===== src/rtl/axi_dma_pkg.sv =====
package axi_dma_pkg;

   // awlen holds beats minus one
   localparam int AXI_LEN_W = 8;

   typedef logic [AXI_LEN_W-1:0] axi_len_t;

   // write response code on bresp
   typedef logic [1:0] axi_resp_t;

   localparam axi_resp_t RESP_OKAY = 2'b00;

   // aligner sequencing
   typedef enum logic [2:0] {
      ALIGN_IDLE,      // wait for the first source word
      ALIGN_CONFIG,    // burst length and edge masks
      ALIGN_FIRST,     // first beat of the burst
      ALIGN_TRANSFER,  // middle beats
      ALIGN_LAST       // last beat of a multi beat burst
   } align_state_t;

   // burst writer phases
   typedef enum logic [1:0] {
      WR_IDLE,
      WR_ADDR,
      WR_DATA,
      WR_RESP
   } wr_state_t;

endpackage


===== src/rtl/wdata_aligner.sv =====
`timescale 1ns/1ps

module wdata_aligner #(
   parameter int ADDR_W = 32,
   parameter int DATA_W = 32
) (
   input  logic                  clk,
   input  logic                  rst,

   input  logic [ADDR_W-1:0]     nbytes,       // transfer bytes minus one

   // packed source stream
   input  logic                  dbus_valid,
   input  logic [ADDR_W-1:0]     dbus_addr,
   input  logic [DATA_W-1:0]     dbus_wdata,
   input  logic [DATA_W/8-1:0]   dbus_wstrb,
   output logic                  dbus_ready,

   // aligned beats to the burst writer
   output logic                  dma_w_valid,
   output logic [ADDR_W-1:0]     dma_w_addr,
   output logic [DATA_W-1:0]     dma_w_wdata,
   output logic [DATA_W/8-1:0]   dma_w_wstrb,
   output axi_dma_pkg::axi_len_t dma_w_len,
   input  logic                  dma_w_ready
);

   localparam int NB    = DATA_W/8;
   localparam int OFF_W = $clog2(NB);

   typedef logic [OFF_W-1:0] lane_t;

   axi_dma_pkg::align_state_t state;
   axi_dma_pkg::align_state_t state_nxt;

   lane_t             off;          // lane of the first payload byte
   lane_t             end_lane;     // lane of the last payload byte
   logic [ADDR_W-1:0] span;
   logic [ADDR_W-1:0] len;          // beats minus one
   logic [ADDR_W-1:0] beat_cnt;     // beats left after the one on the bus
   logic [ADDR_W-1:0] words_left;   // source words still to be taken
   logic [NB-1:0]     first_mask;
   logic [NB-1:0]     last_mask;
   logic [ADDR_W-1:0] base_addr;

   // stage 0 holds the newest word above the previous one
   logic [2*DATA_W-1:0] buf_wdata;
   logic [2*NB-1:0]     buf_wstrb;
   logic [2*DATA_W-1:0] shf_wdata;
   logic [2*NB-1:0]     shf_wstrb;
   // stage 1 is the bus aligned beat
   logic [DATA_W-1:0]   beat_wdata;
   logic [NB-1:0]       beat_wstrb;

   logic start;
   logic in_beat;
   logic need_word;
   logic beat_valid;
   logic advance;
   logic load;

   assign start   = (state == axi_dma_pkg::ALIGN_IDLE) && dbus_valid;
   assign in_beat = (state == axi_dma_pkg::ALIGN_FIRST) ||
                    (state == axi_dma_pkg::ALIGN_TRANSFER) ||
                    (state == axi_dma_pkg::ALIGN_LAST);

   // a beat goes out only when the word behind it is on the source bus
   assign need_word  = |words_left;
   assign beat_valid = in_beat && (!need_word || dbus_valid);
   assign advance    = beat_valid && dma_w_ready;
   assign load       = ((state == axi_dma_pkg::ALIGN_CONFIG) && dbus_valid) || advance;

   assign span     = nbytes + {{(ADDR_W-OFF_W){1'b0}}, off};
   assign end_lane = span[OFF_W-1:0];

   // shift up by the start lane, upper half is the aligned beat
   assign shf_wdata = buf_wdata << {off, 3'b000};
   assign shf_wstrb = buf_wstrb << off;

   always_comb begin
      state_nxt = state;
      case (state)
         axi_dma_pkg::ALIGN_IDLE: begin
            if (dbus_valid)
               state_nxt = axi_dma_pkg::ALIGN_CONFIG;
         end
         axi_dma_pkg::ALIGN_CONFIG: begin
            if (dbus_valid)                            // second word taken
               state_nxt = axi_dma_pkg::ALIGN_FIRST;
         end
         axi_dma_pkg::ALIGN_FIRST,
         axi_dma_pkg::ALIGN_TRANSFER: begin
            if (advance) begin
               if (beat_cnt == '0)                     // single beat burst
                  state_nxt = axi_dma_pkg::ALIGN_IDLE;
               else if (beat_cnt == ADDR_W'(1))
                  state_nxt = axi_dma_pkg::ALIGN_LAST;
               else
                  state_nxt = axi_dma_pkg::ALIGN_TRANSFER;
            end
         end
         axi_dma_pkg::ALIGN_LAST: begin
            if (advance)
               state_nxt = axi_dma_pkg::ALIGN_IDLE;
         end
         default: state_nxt = axi_dma_pkg::ALIGN_IDLE;
      endcase
   end

   always_ff @(posedge clk or posedge rst) begin
      if (rst) begin
         state      <= axi_dma_pkg::ALIGN_IDLE;
         len        <= '0;
         beat_cnt   <= '0;
         words_left <= '0;
      end else begin
         state <= state_nxt;
         if (state == axi_dma_pkg::ALIGN_CONFIG) begin
            len        <= span >> OFF_W;
            beat_cnt   <= span >> OFF_W;
            // payload words plus padding, two of them already taken
            words_left <= nbytes >> OFF_W;
         end else if (advance) begin
            if (beat_cnt != '0)
               beat_cnt <= beat_cnt - ADDR_W'(1);
            if (need_word)
               words_left <= words_left - ADDR_W'(1);
         end
      end
   end

   // datapath, frozen while the writer holds dma_w_ready low
   always_ff @(posedge clk) begin
      if (start) begin
         off       <= dbus_addr[OFF_W-1:0];
         base_addr <= {dbus_addr[ADDR_W-1:OFF_W], {OFF_W{1'b0}}};
         buf_wdata <= {dbus_wdata, {DATA_W{1'b0}}};
         buf_wstrb <= {dbus_wstrb, {NB{1'b0}}};
      end else if (load) begin
         buf_wdata  <= {dbus_wdata, buf_wdata[DATA_W +: DATA_W]};
         buf_wstrb  <= {dbus_wstrb, buf_wstrb[NB +: NB]};
         beat_wdata <= shf_wdata[DATA_W +: DATA_W];
         beat_wstrb <= shf_wstrb[NB +: NB];
      end
      if (state == axi_dma_pkg::ALIGN_CONFIG) begin
         first_mask <= {NB{1'b1}} << off;
         last_mask  <= {NB{1'b1}} >> ~end_lane;
      end
   end

   always_comb begin
      dma_w_wstrb = '0;
      case (state)
         axi_dma_pkg::ALIGN_FIRST: begin
            dma_w_wstrb = beat_wstrb & first_mask;
            if (beat_cnt == '0)
               dma_w_wstrb = dma_w_wstrb & last_mask;
         end
         axi_dma_pkg::ALIGN_TRANSFER: dma_w_wstrb = beat_wstrb;
         axi_dma_pkg::ALIGN_LAST:     dma_w_wstrb = beat_wstrb & last_mask;
         default:                     dma_w_wstrb = '0;
      endcase
   end

   // two words at burst start, then one per accepted beat
   always_comb begin
      case (state)
         axi_dma_pkg::ALIGN_IDLE:   dbus_ready = dbus_valid;
         axi_dma_pkg::ALIGN_CONFIG: dbus_ready = 1'b1;
         default:                   dbus_ready = advance && need_word;
      endcase
   end

   assign dma_w_valid = beat_valid;
   assign dma_w_addr  = base_addr;
   assign dma_w_wdata = beat_wdata;

   // saturate at the awlen field maximum
   assign dma_w_len = (|len[ADDR_W-1:axi_dma_pkg::AXI_LEN_W]) ? '1 :
                      len[axi_dma_pkg::AXI_LEN_W-1:0];

endmodule


===== src/rtl/axi_burst_writer.sv =====
`timescale 1ns/1ps

module axi_burst_writer #(
   parameter int ADDR_W = 32,
   parameter int DATA_W = 32
) (
   input  logic                   clk,
   input  logic                   rst,

   // aligned beats from the aligner
   input  logic                   dma_w_valid,
   input  logic [ADDR_W-1:0]      dma_w_addr,
   input  logic [DATA_W-1:0]      dma_w_wdata,
   input  logic [DATA_W/8-1:0]    dma_w_wstrb,
   input  axi_dma_pkg::axi_len_t  dma_w_len,
   output logic                   dma_w_ready,

   // write address channel
   output logic                   awvalid,
   output logic [ADDR_W-1:0]      awaddr,
   output axi_dma_pkg::axi_len_t  awlen,
   output logic [2:0]             awsize,
   output logic [1:0]             awburst,
   input  logic                   awready,

   // write data channel
   output logic                   wvalid,
   output logic [DATA_W-1:0]      wdata,
   output logic [DATA_W/8-1:0]    wstrb,
   output logic                   wlast,
   input  logic                   wready,

   // write response channel
   input  logic                   bvalid,
   input  axi_dma_pkg::axi_resp_t bresp,
   output logic                   bready,

   output logic                   done,
   output logic                   resp_err
);

   localparam logic [2:0] BEAT_SIZE  = 3'($clog2(DATA_W/8));   // full bus width beats
   localparam logic [1:0] BURST_INCR = 2'b01;

   axi_dma_pkg::wr_state_t state;
   axi_dma_pkg::axi_len_t  beat_cnt;   // beats done in the data phase

   logic in_data;
   logic w_hs;

   assign in_data = (state == axi_dma_pkg::WR_DATA);
   assign w_hs    = wvalid && wready;

   // address channel
   assign awvalid = (state == axi_dma_pkg::WR_ADDR);
   assign awsize  = BEAT_SIZE;
   assign awburst = BURST_INCR;

   // data channel follows the aligner only in the data phase
   assign wvalid      = in_data && dma_w_valid;
   assign wdata       = dma_w_wdata;
   assign wstrb       = dma_w_wstrb;
   assign wlast       = in_data && (beat_cnt == awlen);
   assign dma_w_ready = in_data && wready;

   assign bready = (state == axi_dma_pkg::WR_RESP);

   always_ff @(posedge clk or posedge rst) begin
      if (rst) begin
         state    <= axi_dma_pkg::WR_IDLE;
         beat_cnt <= '0;
         done     <= 1'b0;
         resp_err <= 1'b0;
      end else begin
         done <= 1'b0;
         case (state)
            axi_dma_pkg::WR_IDLE: begin
               if (dma_w_valid)                  // first beat is waiting
                  state <= axi_dma_pkg::WR_ADDR;
            end
            axi_dma_pkg::WR_ADDR: begin
               if (awready) begin
                  state    <= axi_dma_pkg::WR_DATA;
                  beat_cnt <= '0;
               end
            end
            axi_dma_pkg::WR_DATA: begin
               if (w_hs) begin
                  if (wlast)
                     state <= axi_dma_pkg::WR_RESP;
                  else
                     beat_cnt <= beat_cnt + axi_dma_pkg::axi_len_t'(1);
               end
            end
            axi_dma_pkg::WR_RESP: begin
               if (bvalid) begin
                  state    <= axi_dma_pkg::WR_IDLE;
                  done     <= 1'b1;
                  resp_err <= (bresp != axi_dma_pkg::RESP_OKAY);
               end
            end
            default: state <= axi_dma_pkg::WR_IDLE;
         endcase
      end
   end

   // burst address and length, held until the next burst
   always_ff @(posedge clk) begin
      if ((state == axi_dma_pkg::WR_IDLE) && dma_w_valid) begin
         awaddr <= dma_w_addr;
         awlen  <= dma_w_len;
      end
   end

endmodule


===== src/rtl/axi_dma_write.sv =====
`timescale 1ns/1ps

module axi_dma_write #(
   parameter int ADDR_W = 32,
   parameter int DATA_W = 32
) (
   input  logic                   clk,
   input  logic                   rst,

   input  logic [ADDR_W-1:0]      nbytes,    // stable until done

   // source stream
   input  logic                   dbus_valid,
   input  logic [ADDR_W-1:0]      dbus_addr,
   input  logic [DATA_W-1:0]      dbus_wdata,
   input  logic [DATA_W/8-1:0]    dbus_wstrb,
   output logic                   dbus_ready,

   // AXI4 write channels
   output logic                   awvalid,
   output logic [ADDR_W-1:0]      awaddr,
   output axi_dma_pkg::axi_len_t  awlen,
   output logic [2:0]             awsize,
   output logic [1:0]             awburst,
   input  logic                   awready,
   output logic                   wvalid,
   output logic [DATA_W-1:0]      wdata,
   output logic [DATA_W/8-1:0]    wstrb,
   output logic                   wlast,
   input  logic                   wready,
   input  logic                   bvalid,
   input  axi_dma_pkg::axi_resp_t bresp,
   output logic                   bready,

   output logic                   done,
   output logic                   resp_err
);

   // aligner to writer
   logic                  dma_w_valid;
   logic [ADDR_W-1:0]     dma_w_addr;
   logic [DATA_W-1:0]     dma_w_wdata;
   logic [DATA_W/8-1:0]   dma_w_wstrb;
   axi_dma_pkg::axi_len_t dma_w_len;
   logic                  dma_w_ready;

   wdata_aligner #(
      .ADDR_W (ADDR_W),
      .DATA_W (DATA_W)
   ) u_aligner (
      .clk         (clk),
      .rst         (rst),
      .nbytes      (nbytes),
      .dbus_valid  (dbus_valid),
      .dbus_addr   (dbus_addr),
      .dbus_wdata  (dbus_wdata),
      .dbus_wstrb  (dbus_wstrb),
      .dbus_ready  (dbus_ready),
      .dma_w_valid (dma_w_valid),
      .dma_w_addr  (dma_w_addr),
      .dma_w_wdata (dma_w_wdata),
      .dma_w_wstrb (dma_w_wstrb),
      .dma_w_len   (dma_w_len),
      .dma_w_ready (dma_w_ready)
   );

   axi_burst_writer #(
      .ADDR_W (ADDR_W),
      .DATA_W (DATA_W)
   ) u_writer (
      .clk         (clk),
      .rst         (rst),
      .dma_w_valid (dma_w_valid),
      .dma_w_addr  (dma_w_addr),
      .dma_w_wdata (dma_w_wdata),
      .dma_w_wstrb (dma_w_wstrb),
      .dma_w_len   (dma_w_len),
      .dma_w_ready (dma_w_ready),
      .awvalid     (awvalid),
      .awaddr      (awaddr),
      .awlen       (awlen),
      .awsize      (awsize),
      .awburst     (awburst),
      .awready     (awready),
      .wvalid      (wvalid),
      .wdata       (wdata),
      .wstrb       (wstrb),
      .wlast       (wlast),
      .wready      (wready),
      .bvalid      (bvalid),
      .bresp       (bresp),
      .bready      (bready),
      .done        (done),
      .resp_err    (resp_err)
   );

endmodule


===== config.mk =====
export PLATFORM = sky130hd
export DESIGN_NAME = axi_dma_write
export DESIGN_NICKNAME = d
export VERILOG_FILES = /design/src/rtl/axi_dma_pkg.sv /design/src/rtl/wdata_aligner.sv /design/src/rtl/axi_burst_writer.sv /design/src/rtl/axi_dma_write.sv
export SDC_FILE = /design/constraint.sdc
export NUM_CORES = 1
export LEC_CHECK = 0
export ABC_AREA = 1
export BUFFER_PORTS_ARGS = -buffer_cell sky130_fd_sc_hd__buf_4
export CAP_MARGIN = 20
export CORE_ASPECT_RATIO = 0.75
export CORE_MARGIN = 3
export CORE_UTILIZATION = 53
export DETAILED_ROUTE_END_ITERATION = 10
export PLACE_DENSITY = 0.8
export SLEW_MARGIN = 20
export SYNTH_ARGS = -nofsm -noshare
export SYNTH_HDL_FRONTEND = slang
export SYNTH_SLANG_ARGS = --single-unit

===== constraint.sdc =====
create_clock -name clk -period 3.1 [get_ports clk]
set_input_delay 0.155 -clock clk [delete_from_list [all_inputs] [get_ports clk]]
set_output_delay 0.155 -clock clk [all_outputs]
set_load 0.005 [all_outputs]

[Word level (Yosys, flattened, before mapping)]
Cells that the tools add are included.
Cells by class
  add/sub/neg operators: 4
  multiply operators: 0
  divide/modulo/power cells: 0
  $lt $le $gt $ge: 0
  eq/ne operators: 19
  shifts and indexed selects: 4
  multiplexer cells: 32
  bitwise gates (word level): 5
  reductions and logical operators: 35
Operators with widths (count)
  $mux 32: 6
  $mux 64: 2
  $shl 64x5->64: 1
  $sub 32x1->32 const B: 2
  $mux 8: 5
  $add 32x2->32: 1
  $eq 32x1->1 const B: 1
  $logic_not 32->1: 1
  $reduce_bool 32->1: 1
  $reduce_or 32->1: 1
  $reduce_or 22->1: 1
  $mux 3: 6
  $pmux 8 s2: 1
  $ne 2x2->1 const B: 7
  $and 4x4->4: 3
  $pmux 3 s4: 1
  $pmux 4 s3: 1
  $reduce_bool 2->1: 6
  $logic_and 1x1->1: 10
  $mux 2: 5
  $add 8x1->8 const B: 1
  $eq 8x8->1: 1
  $pmux 2 s4: 1
  $reduce_and 2->1: 4
  other kinds (21): 30
Storage, ports and cells
  register bits after elaboration: 295
  bits in latches: 0
  RAM bits: 0
  ROM bits: 0
  input bits: 108
  output and inout port bits: 88
  word-level logic and storage cells: 119
  memories kept: 0

[Longest topological paths before layout]
  depth after elaboration: 8
  depth in mapped cells: 15

[By module]
Synthesis repeated with hierarchy kept, for this count alone.
Unflattened totals
  cells, all modules: 1918
  area total of the unflattened synthesis: 15361.0 um^2
By module, submodules not included
  wdata_aligner: instances 1, cells an instance 1703, area each 12906.1 um^2, seq. area each 6271.0 um^2
  axi_burst_writer: instances 1, cells an instance 215, area each 2454.9 um^2, seq. area each 1501.4 um^2

[Worst setup path before layout]
OpenSTA, ideal clock, no wires.
  kind: reg2reg
  from: register u_aligner.state[0]
  to: register u_aligner.buf_wdata[32], enable pin
  library setup time: 0.380 ns
  arrival: 3.022 ns
  data required time: 2.720 ns
  path slack: -0.302 ns
  stages on the path, launching flop included: 7
  path buffers: 1
  path through: dfrtp_1 -> nor2_1 -> nand2_1 -> nor2_1 -> nor2_4 -> inv_2 -> buf_2
RTL lines
  start, declared: line wdata_aligner.sv:33  | axi_dma_pkg::align_state_t state;
  start signal, assigned: line wdata_aligner.sv:112  | state <= axi_dma_pkg::ALIGN_IDLE;
  start signal, assigned: line wdata_aligner.sv:117  | state <= state_nxt;
  $logic_not 3->1: line wdata_aligner.sv:62  | assign start = (state == axi_dma_pkg::ALIGN_IDLE) && dbus_valid;
  $logic_and 1x1->1: line wdata_aligner.sv:62
  net u_aligner.start: line wdata_aligner.sv:55  | logic start;
  $reduce_bool 2->1 (no line)
  end signal, assigned: line wdata_aligner.sv:137  | buf_wdata <= {dbus_wdata, {DATA_W{1'b0}}};
  end signal, assigned: line wdata_aligner.sv:140  | buf_wdata <= {dbus_wdata, buf_wdata[DATA_W +: DATA_W]};
  end, declared: line wdata_aligner.sv:47  | logic [2*DATA_W-1:0] buf_wdata;
The timed path passes the listed nets, and every way through them passes these cells.
A chain may end at the register's enable or synchronous reset.

[Worst setup path in the final report]
  from: register u_aligner.words_left[28]
  to: output port dbus_ready
Between the ends
  word-level cells in the longest chain between the ends: 7
RTL lines
  start, declared: line wdata_aligner.sv:41  | logic [ADDR_W-1:0] words_left;
  start signal, assigned: line wdata_aligner.sv:122  | words_left <= nbytes >> OFF_W;
  start signal, assigned: line wdata_aligner.sv:127  | words_left <= words_left - ADDR_W'(1);
  $reduce_or 32->1 (*): line wdata_aligner.sv:68  | assign need_word = |words_left;
  $logic_not 1->1: line wdata_aligner.sv:69  | assign beat_valid = in_beat && (!need_word || dbus_valid);
  $logic_or 1x1->1: line wdata_aligner.sv:69
  $logic_and 1x1->1: line wdata_aligner.sv:69
  $logic_and 1x1->1: line wdata_aligner.sv:70  | assign advance = beat_valid && dma_w_ready;
  $logic_and 1x1->1 (*): line wdata_aligner.sv:170  | default: dbus_ready = advance && need_word;
  $pmux 1 s2 (*): line wdata_aligner.sv:167  | case (state)
  end, declared: line axi_dma_write.sv:17  | output logic dbus_ready,
Mark *: on every way between the ends. The rest lies on a longest branch, timed or not.

==> flow_summary.ini <==
[run_status]
status = finished clean

[sta]
worstMarginPinSlew_ns = 1.074
fmax_mhz = 363.8
setup_ws_ns = 0.3514
report.final.slew_viol_count = 0
skew_ns = 0.02131
rsz0062_at_grt = no
setup_viol = 0
fin_setup_tns_ns = 0
fin_crit_ns = 2.749
slew_headroom_pct = 28.21
hold_viol = 0
finalCritPeriodShare_pct = 88.66

[synthesis]
synth_edf_count = 148
synthTopCellsByArea = edfxtp_1 (31%), dfrtp_1 (19%), nand2_1 (13%)
yosys.area.top_type = edfxtp_1
syn_area_sq_um = 14530
synth.avg_cell_area_sq_um = 8.216
yosysSeqAreaShare_pct = 53.09
synth.top_cell.area_share_pct = 30.59
synth_most_common_cell = nand2_1
synthArstFlopShare_pct = 38.38
yosysUniqueCellTypes = 47
syn-instance-count = 1768
synth_common_cells = nand2_1 (507), nor2_1 (206), inv_1 (178)
dominantRegCellSynth = edfxtp_1
synth_warnings = 0
ys_ff_latch = 284

[detailed_routing]
first_pass_iters = 6
routed_wl_microns = 43470
wl_per_cell_microns = 18.12
ant_nets = 0
via_per_inst = 5.511
drt_iter0_drc = 1502
vias = 13220
drc = 0

[grt]
grt_use_total_pct = 29.16
overflow = 0
grt_pass1_vias = 12370
grt_pass1_wl_microns = 67450
grt_max_degree = 106
antenna_found_initial = 1

[clocking]
clkTransAtPathRegs_ns = 0.06
clk_path_buf_depth = 3
cts_sinks = 284
insertion_delay_ns = 0.56
root_buffer = clkbuf_16
ctsHoldBuffers = 83
cts_buffers = 29
cts_tree = built
htree_levels = 1
cts_resized = 0
cts_setup_buffers = 0

[critical_path]
cp-end-kind = output pin
rrSetupSlack_ns = 0.40
cp.arrival_ns = 2.59
critPathLaunchType = register
crit_fanout = 6
critical_path_required_ns = 2.94
r2r_end = u_aligner.beat_cnt[10]$_DFFE_PP0P_
rr_worst_depth = 10
r2r_start = u_aligner.off[1]$_DFFE_PP_
criticalPathCategory = register to output pin

[floorplanning]
core_area_sq_um = 26480
ios = 196
start_util_pct = 54.85
die_h_microns = 149.4
die_width_microns = 197.2
dieArea_sq_um = 29450
rows = 51

[hold_path]
hold_end = u_aligner.len[9]$_DFFE_PP0P_
hold_path.startpoint = nbytes[11]
hold_path.class = input port to register
worstHoldPathCells = 3

[flow_run]
drv_cap = 0

[cells_and_area]
syn2layout_area_growth_pct = 24.75
final_cells = 2399
final_nets = 2156
drive_gt1_share_pct = 14.56

[placement]
dp_hpwl_microns = 30100
place_congestion = 1.012
pre_cts_ws_ns = 0.4250
port-buffer-count = 188
dp.cells = 2264

[power]
power_density_nw_per_um2 = 804.5
vdd_drop_max_uv = 449.1
p_leak_nw = 8.360
power_mw = 14.58
worst max path at each step:
stage / startpoint / to / cells after the start
global route: u_aligner.off[1]$_DFFE_PP_ / u_aligner.beat_cnt[16]$_DFFE_PP0P_ / 13
finish: u_aligner.words_left[28]$_DFFE_PP0P_ / dbus_ready / 10
global placement: u_aligner.off[1]$_DFFE_PP_ / u_aligner.beat_cnt[10]$_DFFE_PP0P_ / 10
detailed placement: u_aligner.off[1]$_DFFE_PP_ / u_aligner.beat_cnt[10]$_DFFE_PP0P_ / 10
floorplan: rst / u_aligner.beat_cnt[0]$_DFFE_PP0P_ / 1
CTS: u_aligner.words_left[28]$_DFFE_PP0P_ / dbus_ready / 10
metrics by stage:
stage	hold WS, ns	utilization [%]	instance area, sq um
4_1_cts	0.002625	68.42	18120
5_1_grt	0.04053	68.43	18120
6_report	0.004514	68.43	18120
3_5_place_dp	0.2661	61.62	16320
3_3_place_gp	0.2629	61.62	16320
2_1_floorplan	0.2539	-	14550
cells by family (layout without fill, tap and decap cells):
group                      Yosys count  in the layout  synth area share [%]
and+or+nand+nor                    908            908                 25.93
DFF                                284            284                 53.09
AOI/OAI and AO/OA                  256            256                 9.492
buffers and inverters              254            535                 7.114
xor gates and xnor gates            45             45                 2.713
adders and majority gates           14             14                 1.258
muxes                                5              5                0.3445
other                                2              8               0.05170
report_power, final:
group          leakage (nW)  total [mW]  internal [mW]  switching, mW
clock                 0.465        3.59           2.11           1.49
combinational          4.93        5.12           1.80           3.32
sequential             2.97        5.87           5.16          0.709
total                  8.36        14.6           9.07           5.51
state kept, by name, indices dropped and copies added, names as in the netlist, 7 cells and up:
signal	count
u_aligner.dma_w_wdata	32
u_writer.awlen	8
u_writer.beat_cnt	8
u_aligner.beat_cnt	32
u_aligner.buf_wdata	56
u_aligner.len	30
u_aligner.buf_wstrb	7
u_aligner.dma_w_addr	30
u_aligner.words_left	32
u_writer.awaddr	30
layer usage:
layer / share of wire [%] / GRT usage (%) / vias up
met5: 0 / 0 / -
met4: 2.1 / 6.481 / 0
met3: 10 / 7.135 / 76
met2: 45 / 45.63 / 641
met1: 43 / 41.63 / 6226
li1: - / - / 6279
placed cells by master, fill, tap and decap left out, types with 8 or more instances in the layout:
| cell type | Yosys | layout |
|---|---|---|
| a21oi_1 | 60 | 60 |
| buf_4 | 12 | 216 |
| clkbuf_16 | 0 | 30 |
| dfrtp_1 | 109 | 109 |
| dfxtp_1 | 27 | 27 |
| dlygate4sd3_1 | 0 | 83 |
| edfxtp_1 | 148 | 148 |
| ha_1 | 13 | 13 |
| inv_1 | 178 | 177 |
| nand2_1 | 507 | 506 |
| nand3_1 | 113 | 113 |
| nand4_1 | 20 | 20 |
| nor2_1 | 206 | 204 |
| nor3_1 | 21 | 21 |
| o211ai_1 | 14 | 14 |
| o21ai_0 | 149 | 149 |
| o21ai_1 | 9 | 9 |
| o21bai_1 | 8 | 8 |
| or2_2 | 8 | 8 |
| xnor2_1 | 26 | 26 |
| xor2_1 | 19 | 19 |
critical path: stages (launching register included):
cell and delay [ns]:
dfrtp_1 0.41, nor2_1 0.27, nand2_1 0.13, nor2_1 0.14, nand2_1 0.15, o21ai_4 0.22, nand3_4 0.15, clkinv_2 0.17
o21ai_2 0.10, nand3_1 0.16, buf_4 0.15
final cells by class:
class,count,area (sq um)
Antenna cell,1,2.502
Clock buffer,38,820.8
Clock inverter,13,151.4
Fill cell,2045,8359
Inverter,183,690.7
Multi-Input combinational cell,1235,5822
Sequential cell,284,7712
Tap cell,344,430.4
Timing Repair Buffer,301,2492
No activity file was read; power rests on OpenSTA's default activity.
